`config.mk`:
```
export PLATFORM = sky130hd
export DESIGN_NAME = rv_regfile
export DESIGN_NICKNAME = d
export VERILOG_FILES = /design/src/hw/rv_pkg.sv /design/src/hw/rv_regfile.sv
export SDC_FILE = /design/constraint.sdc
export NUM_CORES = 2
export LEC_CHECK = 0
export BUFFER_PORTS_ARGS = -buffer_cell sky130_fd_sc_hd__buf_2
export CELL_PAD_IN_SITES_DETAIL_PLACEMENT = 0
export CELL_PAD_IN_SITES_GLOBAL_PLACEMENT = 1
export CORE_ASPECT_RATIO = 0.7
export CORE_UTILIZATION = 54
export CTS_CLUSTER_SIZE = 28
export DETAILED_ROUTE_END_ITERATION = 8
export PLACE_DENSITY = 0.78
export SETUP_SLACK_MARGIN = 0.5
export SYNTH_ARGS = -nofsm -noshare
export SYNTH_HDL_FRONTEND = slang
export SYNTH_SLANG_ARGS = --single-unit
export TNS_END_PERCENT = 50
```
`constraint.sdc`:
```
create_clock -name clk -period 3.2 [get_ports clk]
set_input_delay 0.32 -clock clk [delete_from_list [all_inputs] [get_ports clk]]
set_output_delay 0.32 -clock clk [all_outputs]
set_load 0.1 [all_outputs]
```
`src/hw/rv_pkg.sv`:
```
// RV64I core shared types
package rv_pkg;

  typedef logic [63:0] xlen_t;    // register or pc value
  typedef logic [31:0] inst_t;    // raw instruction word
  typedef logic [4:0]  reg_idx_t; // register index
  typedef logic [4:0]  op_t;      // decoded operation

  // operation codes carried from decode to execute
  localparam op_t OP_NOP    = 5'd0;
  localparam op_t OP_ADD    = 5'd1;
  localparam op_t OP_SUB    = 5'd2;
  localparam op_t OP_ADDW   = 5'd3;
  localparam op_t OP_ADDI   = 5'd4;
  localparam op_t OP_ADDIW  = 5'd5;
  localparam op_t OP_SLTIU  = 5'd6;
  localparam op_t OP_SRAI   = 5'd7;
  localparam op_t OP_LUI    = 5'd8;
  localparam op_t OP_AUIPC  = 5'd9;
  localparam op_t OP_JAL    = 5'd10;
  localparam op_t OP_JALR   = 5'd11;
  localparam op_t OP_BNE    = 5'd12;
  localparam op_t OP_EBREAK = 5'd13;

endpackage

```
`src/hw/rv_regfile.sv`:
```
// integer register file
`timescale 1ns/1ns

module rv_regfile import rv_pkg::*; (
  input  logic     clk,
  input  logic     rst,
  input  reg_idx_t rs1_addr,
  input  reg_idx_t rs2_addr,
  output xlen_t    rs1_data,
  output xlen_t    rs2_data,
  input  logic     wr_en,
  input  reg_idx_t wr_addr,
  input  xlen_t    wr_data
);

  xlen_t regs [1:31]; // x0 has no storage

  always_ff @(posedge clk) begin
    if (rst) begin
      for (int i = 1; i < 32; i++) begin
        regs[i] <= '0;
      end
    end else if (wr_en && wr_addr != '0) begin
      regs[wr_addr] <= wr_data;
    end
  end

  // asynchronous reads
  assign rs1_data = (rs1_addr == '0) ? '0 : regs[rs1_addr];
  assign rs2_data = (rs2_addr == '0) ? '0 : regs[rs2_addr];

endmodule

```
==> flow_summary.yaml <==
placed_design:
  pre_cts_ws_ns: -0.717
  port_buffers: 209
  place_area_um2: 118000
  dp_hpwl_mm: 249
  dp.cells: 9660
  gp_congestion: 0.910
timing:
  drv_slew: 0
  finalWorstSetupSlack_ns: -0.202
  hold_viol_final: 0
  setup_violations: 6
  rsz0062_at_grt: "yes"
  max_freq_ghz: 0.294
  holdWs_ns: 0.0501
  fin_crit_sh_pct: 106
  slew-limit-headroom_pct: 10.0
  worst_pin_slew_ns: 1.35
  min_period_ns: 3.40
cts:
  cts-root-buf: "clkbuf_16"
  clock-sinks: 2048
  path_clk_slew_ns: 0.06
  cts-buffers-inserted: 208
  cts_tree: "done"
  cts_max_level: 4
  clockBufferDepth: 4
detailed_routing:
  drt_iter0_drc: 15900
  antenna_left: 0
  wire_per_inst_um: 42.9
  vias: 75400
  drtPass1Iterations: 9
  drcViolationCount: 0
  wirelength_mm: 437
  vias_per_cell: 7.41
pwr:
  vdd_drop_max_v: 0.000447
  power_density_nw_per_um2: 538
  internal_power_uw: 49300
  pwr-share-comb_pct: 18.6
  switching_share_pct: 28.2
  power_frac_seq_pct: 46.3
  p_leak_uw: 0.0447
  power.switching_uw: 19300
  pwr-share-clk_pct: 35.1
global_route:
  grt_overflow: 0
  grt_max_degree: 67
  grt_pass1_vias: 71400
  antenna_found_initial: 68
  grt_usage_pct: 43.2
  grt_pass1_wl_mm: 592
floorplanning:
  die_h_um: 377
  die_w_um: 537
  rows: 137
  io_pins: 210
  start_util_pct: 54.4
  coreArea_um2: 199000
  die_area_um2: 202000
final_layout:
  fin_nets: 7412
  largest_reg_flops: 2048
  fill_cells: 14000
  area_growth_pct: 17.9
  drive_above_1_share_pct: 31.8
  fin_util_pct: 64.1
  reg.largest.list: "regs: 2048 flops"
  fin_cells: 10200
  top_register: "regs"
  fin_area_um2: 128000
logic_synthesis:
  ys_types: 43
  synth.top_cell.area_share_pct: 56.8
  ys.warnings.count: 0
  synth-seq-cells: 2048
  syn_area_um2: 108000
  synth_edf_count: 2048
  synth.top_cells.by_area: "edfxtp_1 (57%), mux4_2 (19%), and2_1 (11%)"
  synth_commonest_cells: "edfxtp_1 (2048), and2_1 (1986), mux4_2 (906), clkbuf_1 (586), mux2i_1 (365)"
  synth_top_cell_by_area: "edfxtp_1"
  synth_most_common_cell: "edfxtp_1"
  synth_flop_cell: "edfxtp_1"
  synthCells: 7055
  syn_area_per_cell_um2: 15.3
  async_flop_share_pct: 0
  seq_area_frac_synth_pct: 56.8
run_status:
  status: "complete, but fails checks"
  violations: "negative setup slack"
min_path:
  min_from: "wr_data[54]"
  hp-class: "input pin to flip-flop"
  hold_depth: 1
  hold_end: "regs[0][54]"
worst_setup_path:
  startpoint_type: "input pin"
  crit_fanout: 15
  crit_path_end_kind: "output port"
  required_ns: 2.88
  critPathKind: "input pin to output port"
  worstPathArrival_ns: 3.08
flow_run:
  cap_viol_max_count: 0
==> routing by layer <==
| metal | vias to the layer above | part of all wire, % | track usage (%) |
|---|---|---|---|
| met5 | - | 0.093 | 1.24 |
| met4 | 12 | 6.4 | 23.1 |
| met3 | 1601 | 19 | 18.9 |
| met2 | 7903 | 41 | 58.9 |
| met1 | 38100 | 34 | 58.2 |
| li1 | 27900 | - | - |
==> critical path: stages <==
cell and delay, ns:
buf_6 0.30, buf_4 0.26, nor2b_2 0.21, nand2_2 0.28, o22ai_1 0.30, a2111oi_2 0.09, buf_4 0.20, a2111oi_4 0.67
buf_4 0.26, buf_12 0.17
==> through the flow <==
stage               total power (µW)  TNS [ns]
floorplan                      38800     -7.66
global placement               43500     -2.23
detailed placement             43700     -1.96
CTS                            67900    -0.476
global route                   69600    -0.906
finish                         68600    -0.577
==> how the worst max path moves through the flow <==
stage	start	endpoint	slack [ns]	depth (start not counted)
final	rs1_addr[2]	rs1_data[47]	-0.20	10
after CTS	regs[7][47]	rs1_data[47]	-0.16	8
after detailed placement	rs1_addr[0]	rs1_data[47]	-0.72	10
after global routing	regs[7][47]	rs1_data[47]	-0.28	8
after global placement	rs1_addr[0]	rs1_data[47]	-0.75	10
after floorplan	rs1_addr[0]	rs1_data[53]	-1.37	9
==> kinds of logic after synthesis <==
family	share of synthesized area [%]
buffers and inverters	3.17
other	0.00346
DFF	56.8
AOI/OAI and AO/OA	3.75
and+or+nand+nor	12.8
muxes	23.5
==> cell type report <==
class | count | area [µm²] | share of cell area (%)
inverter | 2 | 8.76 | 0.00686
antenna | 64 | 160 | 0.126
tap | 2641 | 3300 | 2.59
clock inverter | 103 | 906 | 0.710
sequential | 2048 | 61500 | 48.2
multi-input combinational | 4280 | 46100 | 36.1
clock buffer | 255 | 5450 | 4.27
timing repair buffer | 790 | 10200 | 7.97
==> power by group through the flow <==
stage	combinational (µW)	sequential [µW]	clock [µW]
floorplan	6830	32000	0
global placement	11400	32200	0
detailed placement	11400	32300	0
CTS	12200	31700	24000
global route	12800	31900	24900
finish	12800	31800	24100
==> cell usage in the layout, fill, tap and decap left out, types with 13 or more instances in the layout <==
cell type and n:
a21oi_1 39, o22ai_1 79, nand3_1 19, nand2_1 91, bufinv_16 17, a22o_1 30, mux4_2 906, clkinv_2 33
mux2_2 102, nor2_1 17, a221oi_2 18, a22oi_1 22, conb_1 64, nand2_2 17, buf_12 309, o221ai_1 47
a21o_1 17, o211ai_1 30, mux2i_1 358, diode_2 64, buf_16 13, buf_4 313, and3_4 31, mux2_4 18
edfxtp_1 2048, clkbuf_1 44, and2_1 1985, clkinv_1 46, or2_4 32, buf_2 71, dlygate4sd3_1 61, o2111ai_4 21
nor2_4 38, a32oi_1 21, a22oi_2 52, buf_6 16, a221oi_1 31, a21o_4 25, clkbuf_16 213
==> repair_timing <==
item,in CTS,in global routing
hold buffers,61,0
gates resized for setup,395,125
setup buffers,19,18
endpoints found under the hold margin,61,0
setup endpoints to repair,128,128
pin swaps,144,164
gates cloned,1,2
(Power assumes the default switching activity.)
