File: config.mk
export PLATFORM = sky130hd
export DESIGN_NAME = rv_decode_flat
export DESIGN_NICKNAME = d
export VERILOG_FILES = /design/src/hw/rv_pkg.sv /design/src/hw/rv_core_if.sv /design/src/hw/rv_decode.sv /design/src/flat_wrapper.sv
export SDC_FILE = /design/constraint.sdc
export NUM_CORES = 1
export LEC_CHECK = 0
export BUFFER_PORTS_ARGS = -buffer_cell sky130_fd_sc_hd__buf_2
export CORE_AREA = 4 4 172 174
export DETAILED_ROUTE_END_ITERATION = 6
export DIE_AREA = 0 0 176 178
export PLACE_DENSITY = 0.43
export SYNTH_ARGS = -nofsm -noshare
export SYNTH_HDL_FRONTEND = slang
export SYNTH_SLANG_ARGS = --single-unit
File: constraint.sdc
create_clock -name vclk -period 2.5
set_clock_uncertainty 0.15 [all_clocks]
set_input_delay 0.125 -clock vclk [all_inputs]
set_output_delay 0.125 -clock vclk [all_outputs]
set_load 0.01 [all_outputs]
File: src/hw/rv_pkg.sv
// RV64I core shared types
package rv_pkg;

  typedef logic [63:0] xlen_t;    // register or pc value
  typedef logic [31:0] inst_t;    // raw instruction word
  typedef logic [4:0]  reg_idx_t; // register index
  typedef logic [4:0]  op_t;      // decoded operation

  // operation codes carried from decode to execute
  localparam op_t OP_NOP    = 5'd0;
  localparam op_t OP_ADD    = 5'd1;
  localparam op_t OP_SUB    = 5'd2;
  localparam op_t OP_ADDW   = 5'd3;
  localparam op_t OP_ADDI   = 5'd4;
  localparam op_t OP_ADDIW  = 5'd5;
  localparam op_t OP_SLTIU  = 5'd6;
  localparam op_t OP_SRAI   = 5'd7;
  localparam op_t OP_LUI    = 5'd8;
  localparam op_t OP_AUIPC  = 5'd9;
  localparam op_t OP_JAL    = 5'd10;
  localparam op_t OP_JALR   = 5'd11;
  localparam op_t OP_BNE    = 5'd12;
  localparam op_t OP_EBREAK = 5'd13;

endpackage

File: src/hw/rv_core_if.sv
// core stage interfaces
`timescale 1ns/1ns

// decoded instruction with its operands
interface dec_exe_if import rv_pkg::*; ();

  op_t         op;
  reg_idx_t    rd;
  xlen_t       rs1_val;  // operand a, may be pc or zero
  xlen_t       rs2_val;
  xlen_t       imm;      // sign-extended to 64 bits
  logic [5:0]  shamt;

  modport dec (
    output op,
    output rd,
    output rs1_val,
    output rs2_val,
    output imm,
    output shamt
  );

  modport exe (
    input op,
    input rd,
    input rs1_val,
    input rs2_val,
    input imm,
    input shamt
  );

endinterface


File: src/hw/rv_decode.sv
// RV64I instruction decode
`timescale 1ns/1ns

module rv_decode import rv_pkg::*; (
  input  inst_t    inst,
  input  xlen_t    pc,
  output reg_idx_t rs1_addr,
  output reg_idx_t rs2_addr,
  input  xlen_t    rs1_data,
  input  xlen_t    rs2_data,
  dec_exe_if.dec   de
);

  // major opcodes
  localparam logic [6:0] OPC_OP        = 7'b0110011;
  localparam logic [6:0] OPC_OP_32     = 7'b0111011;
  localparam logic [6:0] OPC_OP_IMM    = 7'b0010011;
  localparam logic [6:0] OPC_OP_IMM_32 = 7'b0011011;
  localparam logic [6:0] OPC_LUI       = 7'b0110111;
  localparam logic [6:0] OPC_AUIPC     = 7'b0010111;
  localparam logic [6:0] OPC_JAL       = 7'b1101111;
  localparam logic [6:0] OPC_JALR      = 7'b1100111;
  localparam logic [6:0] OPC_BRANCH    = 7'b1100011;
  localparam logic [6:0] OPC_STORE     = 7'b0100011;

  localparam inst_t EBREAK_WORD = 32'h0010_0073;

  logic [6:0] opcode;
  logic [2:0] funct3;
  logic [6:0] funct7;
  xlen_t      imm_i;
  xlen_t      imm_s;
  xlen_t      imm_b;
  xlen_t      imm_u;
  xlen_t      imm_j;
  op_t        op;

  assign opcode = inst[6:0];
  assign funct3 = inst[14:12];
  assign funct7 = inst[31:25];

  assign rs1_addr = inst[19:15];
  assign rs2_addr = inst[24:20];
  assign de.rd    = inst[11:7];
  assign de.shamt = inst[25:20]; // 6 bits for rv64

  // all formats sign-extend from bit 31
  assign imm_i = {{52{inst[31]}}, inst[31:20]};
  assign imm_s = {{52{inst[31]}}, inst[31:25], inst[11:7]};
  assign imm_b = {{52{inst[31]}}, inst[7], inst[30:25], inst[11:8], 1'b0};
  assign imm_u = {{32{inst[31]}}, inst[31:12], 12'b0};
  assign imm_j = {{44{inst[31]}}, inst[19:12], inst[20], inst[30:21], 1'b0};

  // pick the immediate by instruction format
  always_comb begin
    case (opcode)
      OPC_OP_IMM, OPC_OP_IMM_32, OPC_JALR: de.imm = imm_i;
      OPC_STORE:                           de.imm = imm_s;
      OPC_BRANCH:                          de.imm = imm_b;
      OPC_LUI, OPC_AUIPC:                  de.imm = imm_u;
      OPC_JAL:                             de.imm = imm_j;
      default:                             de.imm = '0;
    endcase
  end

  // operation lookup, unknown encodings stay nop
  always_comb begin
    op = OP_NOP;
    if (inst == EBREAK_WORD) begin
      op = OP_EBREAK;
    end else begin
      case (opcode)
        OPC_OP: begin
          if (funct3 == 3'b000 && funct7 == 7'b0000000) op = OP_ADD;
          if (funct3 == 3'b000 && funct7 == 7'b0100000) op = OP_SUB;
        end
        OPC_OP_32: begin
          if (funct3 == 3'b000 && funct7 == 7'b0000000) op = OP_ADDW;
        end
        OPC_OP_IMM: begin
          case (funct3)
            3'b000: op = OP_ADDI;
            3'b011: op = OP_SLTIU;
            3'b101: if (inst[31:26] == 6'b010000) op = OP_SRAI; // funct6 only
            default: op = OP_NOP;
          endcase
        end
        OPC_OP_IMM_32: if (funct3 == 3'b000) op = OP_ADDIW;
        OPC_LUI:       op = OP_LUI;
        OPC_AUIPC:     op = OP_AUIPC;
        OPC_JAL:       op = OP_JAL;
        OPC_JALR:      if (funct3 == 3'b000) op = OP_JALR;
        OPC_BRANCH:    if (funct3 == 3'b001) op = OP_BNE;
        default:       op = OP_NOP;
      endcase
    end
  end

  assign de.op = op;

  // operand a select lets lui and auipc share the immediate adder
  always_comb begin
    case (op)
      OP_AUIPC: de.rs1_val = pc;
      OP_LUI:   de.rs1_val = '0;
      default:  de.rs1_val = rs1_data;
    endcase
  end

  assign de.rs2_val = rs2_data;

endmodule

File: src/flat_wrapper.sv
// flat-port wrapper written by rule: the top's interface ports become plain ports
module rv_decode_flat import rv_pkg::*;
  (inst, pc, rs1_addr, rs2_addr, rs1_data, rs2_data, de_op, de_rd, de_rs1_val, de_rs2_val, de_imm, de_shamt);
  dec_exe_if de_i ();
  input  inst_t inst;
  input  xlen_t pc;
  output reg_idx_t rs1_addr;
  output reg_idx_t rs2_addr;
  input  xlen_t rs1_data;
  input  xlen_t rs2_data;
  output wire logic [$bits(de_i.op)-1:0] de_op;
  output wire logic [$bits(de_i.rd)-1:0] de_rd;
  output wire logic [$bits(de_i.rs1_val)-1:0] de_rs1_val;
  output wire logic [$bits(de_i.rs2_val)-1:0] de_rs2_val;
  output wire logic [$bits(de_i.imm)-1:0] de_imm;
  output wire logic [$bits(de_i.shamt)-1:0] de_shamt;
  assign de_op = de_i.op;
  assign de_rd = de_i.rd;
  assign de_rs1_val = de_i.rs1_val;
  assign de_rs2_val = de_i.rs2_val;
  assign de_imm = de_i.imm;
  assign de_shamt = de_i.shamt;
  rv_decode u_core (.inst(inst), .pc(pc), .rs1_addr(rs1_addr), .rs2_addr(rs2_addr), .rs1_data(rs1_data), .rs2_data(rs2_data), .de(de_i));
endmodule
==> results.json <==
{
  "crit_path_start": "inst[27]",
  "route.detailed.drc": 0,
  "synth_top_family_by_area": "simple AND/OR/NAND/NOR gates",
  "path_class": "in2out",
  "setup_viol_count_final": 0,
  "regArea_um2": 0,
  "grt_pass1_vias": 3263,
  "antenna_found_initial": 1,
  "drive_gt1_share_pct": 53.78,
  "seq_cell_count": 0,
  "die_h_um": 178,
  "powerDensity_nw_per_um2": 117.7,
  "critPathRequiredTime_ps": 2230,
  "cts_resized": 0,
  "synth_area_um2": 2705,
  "ys_warn_count": 0,
  "hpwl_mm": 13.22,
  "start_kind": "input pin",
  "grt_usage_pct": 8.286,
  "hold_violations": 0,
  "ant_nets": 0,
  "status": "complete, no violations",
  "nClkBuffers": 0,
  "areaGrowthSynthToFinish_pct": 41.44,
  "p_leak_nw": 2.324,
  "num_vias": 3566,
  "die-area_um2": 31330,
  "ys_types": 43,
  "ir_drop_mv": 0.05060,
  "fp.coreArea_um2": 27780,
  "yosysSeqAreaShare_pct": 0,
  "synth_fa_ha_area_share_pct": 0,
  "slew_viol_final": 0,
  "yosys.area_share.simple_pct": 48.89,
  "synth_nets": 667,
  "fillerInstances": 3326,
  "rsz0062_at_grt": "false",
  "hold_depth": 0,
  "synthMuxAreaShare_pct": 0,
  "synth_xor_area_share_pct": 0.3238,
  "start_util_pct": 9.737,
  "cp.arrival_ps": 1720,
  "layout.nets": 847,
  "viasPerCell": 3.570,
  "max_slew_margin_pct": 61.87,
  "routed_wl_mm": 15.10,
  "port_buffers": 313,
  "gp_congestion": 0.7718,
  "cts_setup_buffers": 0,
  "drt_iter0_markers": 212,
  "io_pins": 442,
  "grt_start_max_net_pins": 57,
  "setup_tns_ps": 0,
  "critPathMaxFanout": 3,
  "max_slew.worst_pin.slew_ps": 569.8,
  "syn_avg_cell_area_um2": 6.106,
  "syn_inst": 443,
  "hp-class": "in2out",
  "diodes": 0,
  "drt_first_pass_iters": 4,
  "routedWlPerCell_um": 15.11,
  "synth_compound_area_share_pct": 12.58,
  "endpoint_kind": "output pin",
  "multiInputGateArea_um2": 1683,
  "cts_hold_buf": 0,
  "overflow": 0,
  "min_period_ps": 1991,
  "power.total_uw": 450.3,
  "maxCapViolCount": 0,
  "die_w_um": 176,
  "hold_start": "rs2_data[0]",
  "fmax_mhz": 502.1,
  "fin_crit_sh_pct": 79.66,
  "grt_first_pass_wirelength_mm": 20.31,
  "row_count": 61
}
## final cells by class
cell class / instances / area share (%)
Inverter: 1 / 0.09810
Multi-Input combinational cell: 297 / 43.98
Timing Repair Buffer: 323 / 43.56
Tap cell: 378 / 12.36
## cell families after synthesis
| family | after synthesis |
|---|---|
| buf+inv | 146 |
| other cells | 1 |
| simple gates | 252 |
| xor+xnor | 1 |
| compound gates | 43 |
## worst max-delay path, stage by stage
cell	delay, ps
buf_2	120
or4_1	590
o41ai_1	330
nand4_1	190
o211ai_1	160
buf_2	190
## path summary, 6_finish.rpt
check	end	slack, ps
worst max-delay path	de_op[1]	510
worst min-delay path	de_rs2_val[0]	100
## routing by layer
layer | vias up | track usage (%) | wire length, um
met5 | - | 0 | 13
met4 | 2 | 1.202 | 200
met3 | 20 | 2.946 | 1943
met2 | 262 | 15.48 | 7662
met1 | 1567 | 9.244 | 5277
li1 | 1715 | - | -
## synth_stat cells (all sizes together), types with 4 or more instances
master  number  area (um2)
and2         6       37.54
buf        136       992.2
a21o        20       150.1
nand3b      66       495.5
nand2b       4       25.02
nand3        5       25.02
o211ai       4       30.03
clkbuf       9       33.78
nand2      135       506.7
nor2        10       37.54
nor3         4       20.02
a22o         4       35.03
## cells in the final DEF, fill, tap and decap left out, types with 2 or more instances in the layout
master	n
nor3_1	4
o21ai_0	2
nor4b_1	3
buf_12	2
buf_2	313
or3b_2	2
a21o_1	20
nand2b_1	4
nand3b_1	66
and2_1	6
or2_2	3
nand4b_1	3
nor4_1	3
nand2_1	135
or3_1	2
o211ai_1	4
nor2_1	9
nand3_1	5
a22o_1	4
a21oi_1	2
buf_4	8
## power by group
group          internal [mW]  switching [mW]  leakage, nW
clock network              0               0            0
logic                  0.212           0.238         2.32
registers                  0               0            0
total                  0.212           0.238         2.32
## stage by stage
step	hold WS [ps]	util, %	worst slack (ps)	cell area [um2]	instances
global route	100.0	13.77	369.6	3826	999
finish	100.0	13.77	508.5	3826	999
global placement	100.1	13.77	481.9	3826	999
floorplan	191.8	-	317.1	2705	443
CTS	100.1	13.77	498.1	3826	999
detailed placement	100.1	13.77	512.2	3826	999
No activity file was read; power rests on OpenSTA's default activity.
