**src/hw/rv_pkg.sv**
```systemverilog
// RV64I core shared types
package rv_pkg;

  typedef logic [63:0] xlen_t;    // register or pc value
  typedef logic [31:0] inst_t;    // raw instruction word
  typedef logic [4:0]  reg_idx_t; // register index
  typedef logic [4:0]  op_t;      // decoded operation

  // operation codes carried from decode to execute
  localparam op_t OP_NOP    = 5'd0;
  localparam op_t OP_ADD    = 5'd1;
  localparam op_t OP_SUB    = 5'd2;
  localparam op_t OP_ADDW   = 5'd3;
  localparam op_t OP_ADDI   = 5'd4;
  localparam op_t OP_ADDIW  = 5'd5;
  localparam op_t OP_SLTIU  = 5'd6;
  localparam op_t OP_SRAI   = 5'd7;
  localparam op_t OP_LUI    = 5'd8;
  localparam op_t OP_AUIPC  = 5'd9;
  localparam op_t OP_JAL    = 5'd10;
  localparam op_t OP_JALR   = 5'd11;
  localparam op_t OP_BNE    = 5'd12;
  localparam op_t OP_EBREAK = 5'd13;

endpackage

```
**src/hw/rv_core_if.sv**
```systemverilog


// execute results toward retirement
interface exe_res_if import rv_pkg::*; ();

  logic     wr_en;    // writes rd and rd is not x0
  reg_idx_t rd;
  xlen_t    wr_data;
  xlen_t    next_pc;
  logic     halt_req;

  modport exe (
    output wr_en,
    output rd,
    output wr_data,
    output next_pc,
    output halt_req
  );

  modport res (
    input wr_en,
    input rd,
    input wr_data,
    input next_pc,
    input halt_req
  );

endinterface

```
**src/hw/rv_result.sv**
```systemverilog
// retirement and writeback report
`timescale 1ns/1ns

module rv_result import rv_pkg::*; #(
  parameter xlen_t reset_pc = 64'h8000_0000
) (
  input  logic     clk,
  input  logic     rst,
  input  logic     inst_valid,
  exe_res_if.res   er,
  output xlen_t    pc,
  output logic     wr_en,
  output reg_idx_t wr_addr,
  output xlen_t    wr_data,
  output logic     wb_valid,
  output reg_idx_t wb_rd,
  output xlen_t    wb_data,
  output logic     halted
);

  logic retire;

  assign retire = inst_valid && !halted; // ignored once halted

  // register file write in the retiring cycle
  assign wr_en   = retire && er.wr_en;
  assign wr_addr = er.rd;
  assign wr_data = er.wr_data;

  always_ff @(posedge clk) begin
    if (rst) begin
      pc       <= reset_pc;
      wb_valid <= 1'b0;
      halted   <= 1'b0;
    end else begin
      wb_valid <= wr_en; // one-cycle pulse
      if (retire) begin
        pc <= er.next_pc;
        if (er.halt_req) halted <= 1'b1;
      end
    end
  end

  // report payload, only meaningful with wb_valid
  always_ff @(posedge clk) begin
    if (wr_en) begin
      wb_rd   <= er.rd;
      wb_data <= er.wr_data;
    end
  end

endmodule

```
**src/flat_wrapper.sv**
```systemverilog
// flat-port wrapper written by rule: the top's interface ports become plain ports
module rv_result_flat import rv_pkg::*;
#(
  parameter xlen_t reset_pc = 64'h8000_0000
)
  (clk, rst, inst_valid, pc, wr_en, wr_addr, wr_data, wb_valid, wb_rd, wb_data, halted, er_wr_en, er_rd, er_wr_data, er_next_pc, er_halt_req);
  exe_res_if er_i ();
  input  logic clk;
  input  logic rst;
  input  logic inst_valid;
  output xlen_t pc;
  output logic wr_en;
  output reg_idx_t wr_addr;
  output xlen_t wr_data;
  output logic wb_valid;
  output reg_idx_t wb_rd;
  output xlen_t wb_data;
  output logic halted;
  input wire logic [$bits(er_i.wr_en)-1:0] er_wr_en;
  input wire logic [$bits(er_i.rd)-1:0] er_rd;
  input wire logic [$bits(er_i.wr_data)-1:0] er_wr_data;
  input wire logic [$bits(er_i.next_pc)-1:0] er_next_pc;
  input wire logic [$bits(er_i.halt_req)-1:0] er_halt_req;
  assign er_i.wr_en = er_wr_en;
  assign er_i.rd = er_rd;
  assign er_i.wr_data = er_wr_data;
  assign er_i.next_pc = er_next_pc;
  assign er_i.halt_req = er_halt_req;
  rv_result #(.reset_pc(reset_pc)) u_core (.clk(clk), .rst(rst), .inst_valid(inst_valid), .er(er_i), .pc(pc), .wr_en(wr_en), .wr_addr(wr_addr), .wr_data(wr_data), .wb_valid(wb_valid), .wb_rd(wb_rd), .wb_data(wb_data), .halted(halted));
endmodule
```
**config.mk**
```make
export PLATFORM = sky130hd
export DESIGN_NAME = rv_result_flat
export DESIGN_NICKNAME = d
export VERILOG_FILES = /design/src/hw/rv_pkg.sv /design/src/hw/rv_core_if.sv /design/src/hw/rv_result.sv /design/src/flat_wrapper.sv
export SDC_FILE = /design/constraint.sdc
export NUM_CORES = 1
export LEC_CHECK = 0
export ABC_AREA = 1
export BUFFER_PORTS_ARGS = -buffer_cell sky130_fd_sc_hd__buf_2
export CAP_MARGIN = 0
export CELL_PAD_IN_SITES_DETAIL_PLACEMENT = 0
export CELL_PAD_IN_SITES_GLOBAL_PLACEMENT = 1
export CORE_MARGIN = 2
export CORE_UTILIZATION = 32
export CTS_CLUSTER_DIAMETER = 50
export DETAILED_ROUTE_END_ITERATION = 10
export HOLD_SLACK_MARGIN = 0.05
export PLACE_DENSITY_LB_ADDON = 0.1
export SETUP_SLACK_MARGIN = 0.15
export SYNTH_ARGS = -nofsm -noshare
export SYNTH_HDL_FRONTEND = slang
export SYNTH_SLANG_ARGS = --single-unit
```
**constraint.sdc**
```tcl
create_clock -name clk -period 19.6 [get_ports clk]
set_input_delay 5.88 -clock clk [delete_from_list [all_inputs] [get_ports clk]]
set_output_delay 5.88 -clock clk [all_outputs]
set_load 0.01 [all_outputs]
```
==> flow_summary.yaml, run 1 <==
global_routing:
  grt_pass1_wl_um: 23400
  grt_max_degree: 71
  gr-usage-met2: 0.296
  grt.busiest_layer: "met2"
  grtUsageTotal: 0.174
  grt_pass1_vias: 4168
  overflow: 0
  antenna_found_initial: 3
  use_met3: 0.0818
  met1_usage: 0.188
run_status:
  run_status: "finished, final reports clean"
worst_setup_path:
  cp_data_arrival_time_ns: 7.96
  cp-end-kind: "primary output"
  rrSetupSlack_ns: 16.86
  cp.required_ns: 13.72
  critical_path_class: "input pin to primary output"
  slowest_stage: "buf_4"
  critPathMaxFanout: 70
  critical_path.max_stage_delay_ns: 0.69
  crit_path_cell_trace: "buf_2, buf_4, nand2_1, nor2_4, buf_4, buf_2"
  crit_path_start_kind: "input pin"
power_and_ir_drop:
  ir_drop_uv: 56.4
  leakagePower_nw: 3.83
  power_density_nw_per_um2: 100
layout:
  area_delta_synth_final_pct: 36.5
  drive_gt1_frac: 0.454
  layout.area.seq_um2: 3390
  nNetsFinal: 965
  n_fill_cell: 1730
  multi_input_area_um2: 1080
detailed_routing:
  wl_um: 15900
  vias: 4449
  drc_errors: 0
  vias_per_cell: 4.19
  dr.pass1.iters: 4
  antenna_left: 0
  drt_iter0_markers: 184
  wl_per_cell_um: 15.0
timing:
  hold_ws_ns: 0.467
  drv_slew: 0
  finalHoldViolations: 0
  setup_viol: 0
  fmax_ghz: 0.0723
  skew_ns: 0.00785
  slew_headroom: 0.244
  worst_pin_slew_ns: 1.13
  fin_crit_sh: 0.706
  min_period_ns: 13.84
  fin_tns_setup_ns: 0
  rsz0062_at_grt: "no"
min_path:
  min_path_type: "register to register"
synth:
  ys_warn_count: 0
  synth.avg_cell_area_um2: 9.64
  syn_inst: 558
  synth_area_um2: 5380
  synth_seq_cells: 135
  syn_nets: 696
  seq_area_frac_synth: 0.631
  synth.distinct_cells: 15
die:
  dieWidth_um: 134
  coreArea_um2: 16500
  rows: 47
  ios: 343
  start_util: 0.325
  die_area_um2: 17900
  die_y_um: 134
cts:
  ctsHoldBuffers: 0
  cts_buffers: 17
  cts_tree: "done"
  clock_path_buffers: 2
  cts_resized: 0
  clock_latency_ns: 0.42
  cts_root_buf: "clkbuf_16"
  numClockSinks: 135
  h-tree-depth: 4
  path_clk_slew_ns: 0.06
  postCtsSetupRepairBufs: 0
place:
  io_buffers: 342
  gp_congestion: 0.763
  dp_hpwl_um: 11500
flow_run:
  maxCapViolations: 0
==> stage by stage <==
step	instances	area, µm²	power, W	utilization	setup WS (ns)
final	1061	7340	0.000736	0.444	5.76
after global routing	1061	7340	0.000772	0.444	5.57
after CTS	1060	7330	0.000748	0.444	5.73
after detailed placement	1028	6730	0.000421	0.407	5.72
after global placement	1028	6730	0.000419	0.407	5.75
after floorplan	558	5380	0.000383	-	4.58
==> sequential cells by signal, indices dropped and copies added, names as in the netlist <==
register,flops
u_core.pc,64
u_core.wb_rd,5
u_core.wb_data,64
u_core.wb_valid,1
u_core.halted,1
==> path summary, 6_finish.rpt <==
path                 start                 to  cells after the start
min          u_core.pc[31]      u_core.pc[31]                      2
max             inst_valid              wr_en                      6
min reg2reg  u_core.pc[31]      u_core.pc[31]                      2
max reg2reg  u_core.halted  u_core.wb_data[5]                      4
==> cell usage in the layout (no fill, tap or decap), types with 3 or more instances in the layout <==
cell type	count
nand3_1	65
buf_2	342
inv_2	3
bufinv_16	3
nor2_1	126
dfxtp_1	66
edfxtp_1	69
inv_1	64
clkbuf_16	17
buf_4	3
nand2_1	66
clkinvlp_4	5
==> critical path: cells and delay by family <==
kind / cells / cell delay [ns]
buffers and inverters: 4 / 1.61
AND/OR/NAND/NOR: 2 / 0.39
==> final cells by class <==
class                      count  share of cell area
timing repair buffer         345               0.236
clock buffer                  17              0.0580
tap                          220              0.0375
sequential                   135               0.462
clock inverter                15              0.0240
inverter                      67              0.0343
antenna                        1            0.000341
multi-input combinational    261               0.147
==> Yosys cell counts <==
cell type	number	area (µm²)
nor2_1	127	477
buf_4	69	518
edfxtp_1	69	2070
dfxtp_1	66	1320
nand2_1	66	248
nand3_1	65	325
inv_1	64	240
buf_2	12	60.1
buf_1	5	18.8
clkbuf_1	5	18.8
buf_6	4	45.0
inv_2	3	11.3
a21oi_1	1	5.00
nor2_4	1	11.3
nor3_1	1	5.00
==> power by group <==
part / internal (W) / switching [W] / leakage (nW) / total (W)
registers: 0.000316 / 0.00000661 / 1.19 / 0.000322
logic: 0.0000366 / 0.0000540 / 2.36 / 0.0000906
clock network: 0.000200 / 0.000123 / 0.279 / 0.000323
==> per-layer routing <==
| layer | up-vias | routed length [µm] |
|---|---|---|
| li1 | 2215 | - |
| met1 | 2003 | 6040 |
| met2 | 200 | 7920 |
| met3 | 27 | 1540 |
| met4 | 4 | 337 |
| met5 | - | 27 |
==> cells by family after synthesis <==
logic type,share of synthesized area
AO/OA/AOI/OAI,0.000930
buffers and inverters,0.170
flip-flops,0.631
AND/OR/NAND/NOR,0.198
(Power assumes the default switching activity.)
==> run 2: changes to the inputs <==
--- a/config.mk
+++ b/config.mk
@@ -11,7 +11,7 @@
 export CELL_PAD_IN_SITES_DETAIL_PLACEMENT = 0
 export CELL_PAD_IN_SITES_GLOBAL_PLACEMENT = 1
 export CORE_MARGIN = 2
-export CORE_UTILIZATION = 32
+export CORE_UTILIZATION = 27
 export CTS_CLUSTER_DIAMETER = 50
 export DETAILED_ROUTE_END_ITERATION = 10
 export HOLD_SLACK_MARGIN = 0.05
==> constraint.sdc (replaced) <==
create_clock -name clk -period 12.1 [get_ports clk]
set_input_delay 3.63 -clock clk [delete_from_list [all_inputs] [get_ports clk]]
set_output_delay 3.63 -clock clk [all_outputs]
set_load 0.01 [all_outputs]
==> flow_summary.yaml, run 2 (synthesis results as in run 1) <==
run_status:
  run_status: "finished, final reports clean"
timing:
  skew_ns: 0.00675
  final.setup.worst_slack_ns: 3.39
  drv_slew: 0
  fmax_ghz: 0.115
  finalHoldViolations: 0
  worst_pin_slew_ns: 1.18
  min_period_ns: 8.71
  rsz0062_at_grt: "no"
  slew_headroom: 0.211
  fin_crit_sh: 0.720
  fin_tns_setup_ns: 0
  setup_viol: 0
layout:
  antenna_cells: 0
  area_delta_synth_final_pct: 37.4
  drive_gt1_frac: 0.453
  largestRegisters: "u_core.pc: 64 flops, u_core.wb_data: 64 flops, u_core.wb_rd: 5 flops"
  layout_common_cells: "buf_2 (342), nor2_1 (126), edfxtp_1 (69)"
  mostFrequentLayoutCell: "buf_2"
  fin_util: 0.378
  layout.cells.non_filler: 1104
  nNetsFinal: 965
worst_setup_path:
  critical_path.max_stage_delay_ns: 0.58
  slowest_stage: "buf_4"
  cp.required_ns: 8.47
  reg2reg_from: "u_core.halted"
  crit_path_start_kind: "input pin"
  r2r_end: "u_core.wb_data[29]"
  critPathMaxFanout: 67
  rrSetupSlack_ns: 9.17
  r2r_cells: 4
  crit_path_cell_trace: "buf_2, buf_4, nand2_1, nor2_4, buf_2"
  cpMostUsedCell: "buf_2"
  critical_path_class: "input pin to primary output"
  cp-end-kind: "primary output"
  cp_data_arrival_time_ns: 5.08
detailed_routing:
  drt_iter0_markers: 150
  vias: 4418
  drc_errors: 0
  antenna_left: 0
  vias_per_cell: 4.00
  wl_um: 16600
  dr.pass1.iters: 4
  wl_per_cell_um: 15.0
cts:
  cts_resized: 0
  ctsHoldBuffers: 0
  clock_path_buffers: 2
  path_clk_slew_ns: 0.06
  h-tree-depth: 4
  postCtsSetupRepairBufs: 0
  cts_buffers: 17
  cts_root_buf: "clkbuf_16"
  clock_latency_ns: 0.41
  numClockSinks: 135
  cts_tree: "done"
die:
  rows: 51
  start_util: 0.275
  ios: 343
  coreArea_um2: 19500
  die_y_um: 145
  dieWidth_um: 145
  die_area_um2: 21100
min_path:
  worstHoldEndpoint: "u_core.pc[31]"
  holdPathStages: 2
  min_path_type: "register to register"
  min_from: "u_core.pc[31]"
place:
  dp.cells: 1073
  dp_hpwl_um: 12100
  gp_congestion: 0.798
  io_buffers: 342
  place_ws_ns: 3.35
global_routing:
  grt_pass1_wl_um: 25300
  grt_max_degree: 68
  grt_pass1_vias: 4314
  overflow: 0
  antenna_found_initial: 1
  grtUsageTotal: 0.155
power_and_ir_drop:
  total_power_w: 0.00120
  ir_drop_uv: 87.6
  power_density_nw_per_um2: 162
  leakagePower_nw: 3.84
flow_run:
  maxCapViolations: 0
[run 2: cell type report]
| type | count | area (µm²) |
|---|---|---|
| multi-input combinational | 261 | 1080 |
| fill | 2116 | 12100 |
| clock inverter | 14 | 175 |
| clock buffer | 17 | 425 |
| tap | 265 | 332 |
| inverter | 67 | 251 |
| sequential | 135 | 3390 |
| timing repair buffer | 345 | 1730 |
[run 2: worst max-delay path: cells and delay by family]
family / cells / cell delay [ns]
simple gates: 2 / 0.56
buf+inv: 3 / 0.84
[run 2: power by group]
group          leakage (nW)  switching [W]  total, W  internal (W)
Sequential             1.19      0.0000107  0.000522      0.000511
Clock                 0.289       0.000203  0.000528      0.000325
Combinational          2.36      0.0000884  0.000148     0.0000593
[run 2: through the flow]
stage	hold slack, ns	area (µm²)
3_5_place_dp	0.446	6790
2_1_floorplan	0.489	5380
4_1_cts	0.463	7390
3_3_place_gp	0.453	6790
6_report	0.461	7390
5_1_grt	0.499	7390
[run 2: worst max-delay path by stage]
stage | from | end | slack, ns
finish | inst_valid | wr_en | 3.39
global placement | inst_valid | wr_en | 3.38
global route | inst_valid | wr_en | 3.23
floorplan | inst_valid | wr_en | 1.58
CTS | inst_valid | wr_en | 3.33
detailed placement | inst_valid | wr_en | 3.35
[run 2: per-layer routing]
layer / up-vias / track usage / routed length [µm]
met5: - / 0 / 13
li1: 2209 / - / -
met3: 13 / 0.0607 / 1430
met1: 1999 / 0.171 / 6560
met2: 195 / 0.276 / 8430
met4: 2 / 0.0456 / 167
==> run 3: changes to the inputs <==
--- a/config.mk
+++ b/config.mk
@@ -11,7 +11,7 @@
 export CELL_PAD_IN_SITES_DETAIL_PLACEMENT = 0
 export CELL_PAD_IN_SITES_GLOBAL_PLACEMENT = 1
 export CORE_MARGIN = 2
-export CORE_UTILIZATION = 27
+export CORE_UTILIZATION = 30
 export CTS_CLUSTER_DIAMETER = 50
 export DETAILED_ROUTE_END_ITERATION = 10
 export HOLD_SLACK_MARGIN = 0.05
==> constraint.sdc (replaced) <==
create_clock -name clk -period 8.9 [get_ports clk]
set_input_delay 2.67 -clock clk [delete_from_list [all_inputs] [get_ports clk]]
set_output_delay 2.67 -clock clk [all_outputs]
set_load 0.01 [all_outputs]
==> flow_summary.yaml, run 3 (synthesis results as in run 1) <==
run_status:
  run_status: "finished, final reports clean"
global_routing:
  antenna_found_initial: 1
  grt_max_degree: 70
  grt_pass1_wl_um: 22900
  grt_pass1_vias: 4116
  overflow: 0
  grtUsageTotal: 0.162
worst_setup_path:
  cp.required_ns: 6.23
  critPathMaxFanout: 3
  cp-end-kind: "primary output"
  cp_data_arrival_time_ns: 3.15
  crit_path_start_kind: "input pin"
  crit_path_cell_trace: "buf_2, nand2_1, nor2_4, buf_2"
  slowest_stage: "buf_2"
  r2r_cells: 4
  path_buf_inv: 2
  critical_path.max_stage_delay_ns: 0.15
  cpMostUsedCell: "buf_2"
  critical_path_class: "input pin to primary output"
  worst_path_dominant_cell_family: "buffers and inverters"
  cp.depth: 4
power_and_ir_drop:
  combPwrFrac: 0.129
  clkPwrFrac: 0.417
  leakagePower_nw: 3.82
  power_density_nw_per_um2: 214
  power.internal_w: 0.00116
  ir_drop_uv: 124
  switchingPower_w: 0.000404
  pwr-share-seq: 0.453
  switching_share: 0.258
layout:
  largestRegisters: "u_core.pc: 64 flops, u_core.wb_data: 64 flops, u_core.wb_rd: 5 flops"
  layout_common_cells: "buf_2 (342), nor2_1 (126), edfxtp_1 (69)"
  multi_input_area_um2: 1080
  layout.area.seq_um2: 3390
  area_delta_synth_final_pct: 35.9
  fin_util: 0.419
  n_fill_cell: 1839
  nNetsFinal: 966
  drive_gt1_frac: 0.454
  mostFrequentLayoutCell: "buf_2"
die:
  ios: 343
  die_area_um2: 19000
  rows: 48
  start_util: 0.309
  dieWidth_um: 138
  coreArea_um2: 17400
  die_y_um: 138
timing:
  fin_crit_sh: 0.654
  drv_slew: 0
  worst_pin_slew_ns: 1.18
  min_period_ns: 5.82
  rsz0062_at_grt: "no"
  skew_ns: 0.00549
  setup_viol: 0
  fmax_ghz: 0.172
  finalHoldViolations: 0
  slew_headroom: 0.211
  fin_tns_setup_ns: 0
place:
  gp_congestion: 0.738
  dp_hpwl_um: 12000
  io_buffers: 342
min_path:
  min_path_type: "register to register"
  holdPathStages: 2
detailed_routing:
  vias: 4426
  wl_um: 16400
  antenna_left: 0
  vias_per_cell: 4.15
  dr.pass1.iters: 5
  drt_iter0_markers: 97
  drc_errors: 0
  wl_per_cell_um: 15.4
cts:
  cts_root_buf: "clkbuf_16"
  ctsHoldBuffers: 0
  clock_path_buffers: 2
  clock_latency_ns: 0.41
  cts_resized: 0
  postCtsSetupRepairBufs: 0
  cts_buffers: 17
  h-tree-depth: 4
  path_clk_slew_ns: 0.06
  cts_tree: "done"
  numClockSinks: 135
flow_run:
  maxCapViolations: 0
-- run 3: cell count changes in the layout (fill, tap and decap cells not counted), sizes merged --
cell	previous run	this run
diode	0	1
clkinvlp	2	3
clkinv	6	8
inv	70	69
buf	345	346
bufinv	3	1
clkbuf	17	18
-- run 3: final timing paths --
path            startpoint                 end  slack [ns]
min          u_core.pc[31]       u_core.pc[31]        0.46
min reg2reg  u_core.pc[31]       u_core.pc[31]        0.46
max             inst_valid               wr_en        3.08
max reg2reg  u_core.halted  u_core.wb_data[27]        7.06
-- run 3: power groups by stage --
stage / clock [W] / combinational [W] / sequential, W
after floorplan: 0 / 0.000100 / 0.000743
final: 0.000653 / 0.000202 / 0.000710
after global placement: 0 / 0.000203 / 0.000722
after detailed placement: 0 / 0.000206 / 0.000723
after CTS: 0.000675 / 0.000207 / 0.000710
after global routing: 0.000705 / 0.000225 / 0.000714
-- run 3: metal layers --
| layer | wire [µm] | global-route usage |
|---|---|---|
| met1 | 5950 | 0.171 |
| met2 | 8520 | 0.290 |
| met3 | 1680 | 0.0669 |
| met4 | 279 | 0.0584 |
| met5 | 0 | 0 |
-- run 3: tightest hold or removal path, stage by stage, from the launching register on --
cell and delay [ns]:
dfxtp_1 0.32, nand2_1 0.05, nand3_1 0.06
-- run 3: final cells by class --
type | instances | share of cell area
Clock buffer | 18 | 0.0588
Inverter | 67 | 0.0344
Antenna cell | 1 | 0.000343
Clock inverter | 14 | 0.0173
Sequential cell | 135 | 0.465
Multi-Input combinational cell | 261 | 0.148
Tap cell | 225 | 0.0385
Timing Repair Buffer | 346 | 0.238
-- run 3: per-stage QoR --
stage / setup slack (ns) / power, W / std cells / hold slack (ns) / area [µm²]
after floorplan: 0.298 / 0.000843 / 558 / 0.489 / 5380
after global placement: 3.05 / 0.000925 / 1034 / 0.452 / 6750
after detailed placement: 3.05 / 0.000929 / 1034 / 0.449 / 6750
after CTS: 3.05 / 0.00159 / 1066 / 0.466 / 7300
after global routing: 3.02 / 0.00164 / 1067 / 0.499 / 7300
final: 3.08 / 0.00156 / 1067 / 0.464 / 7300
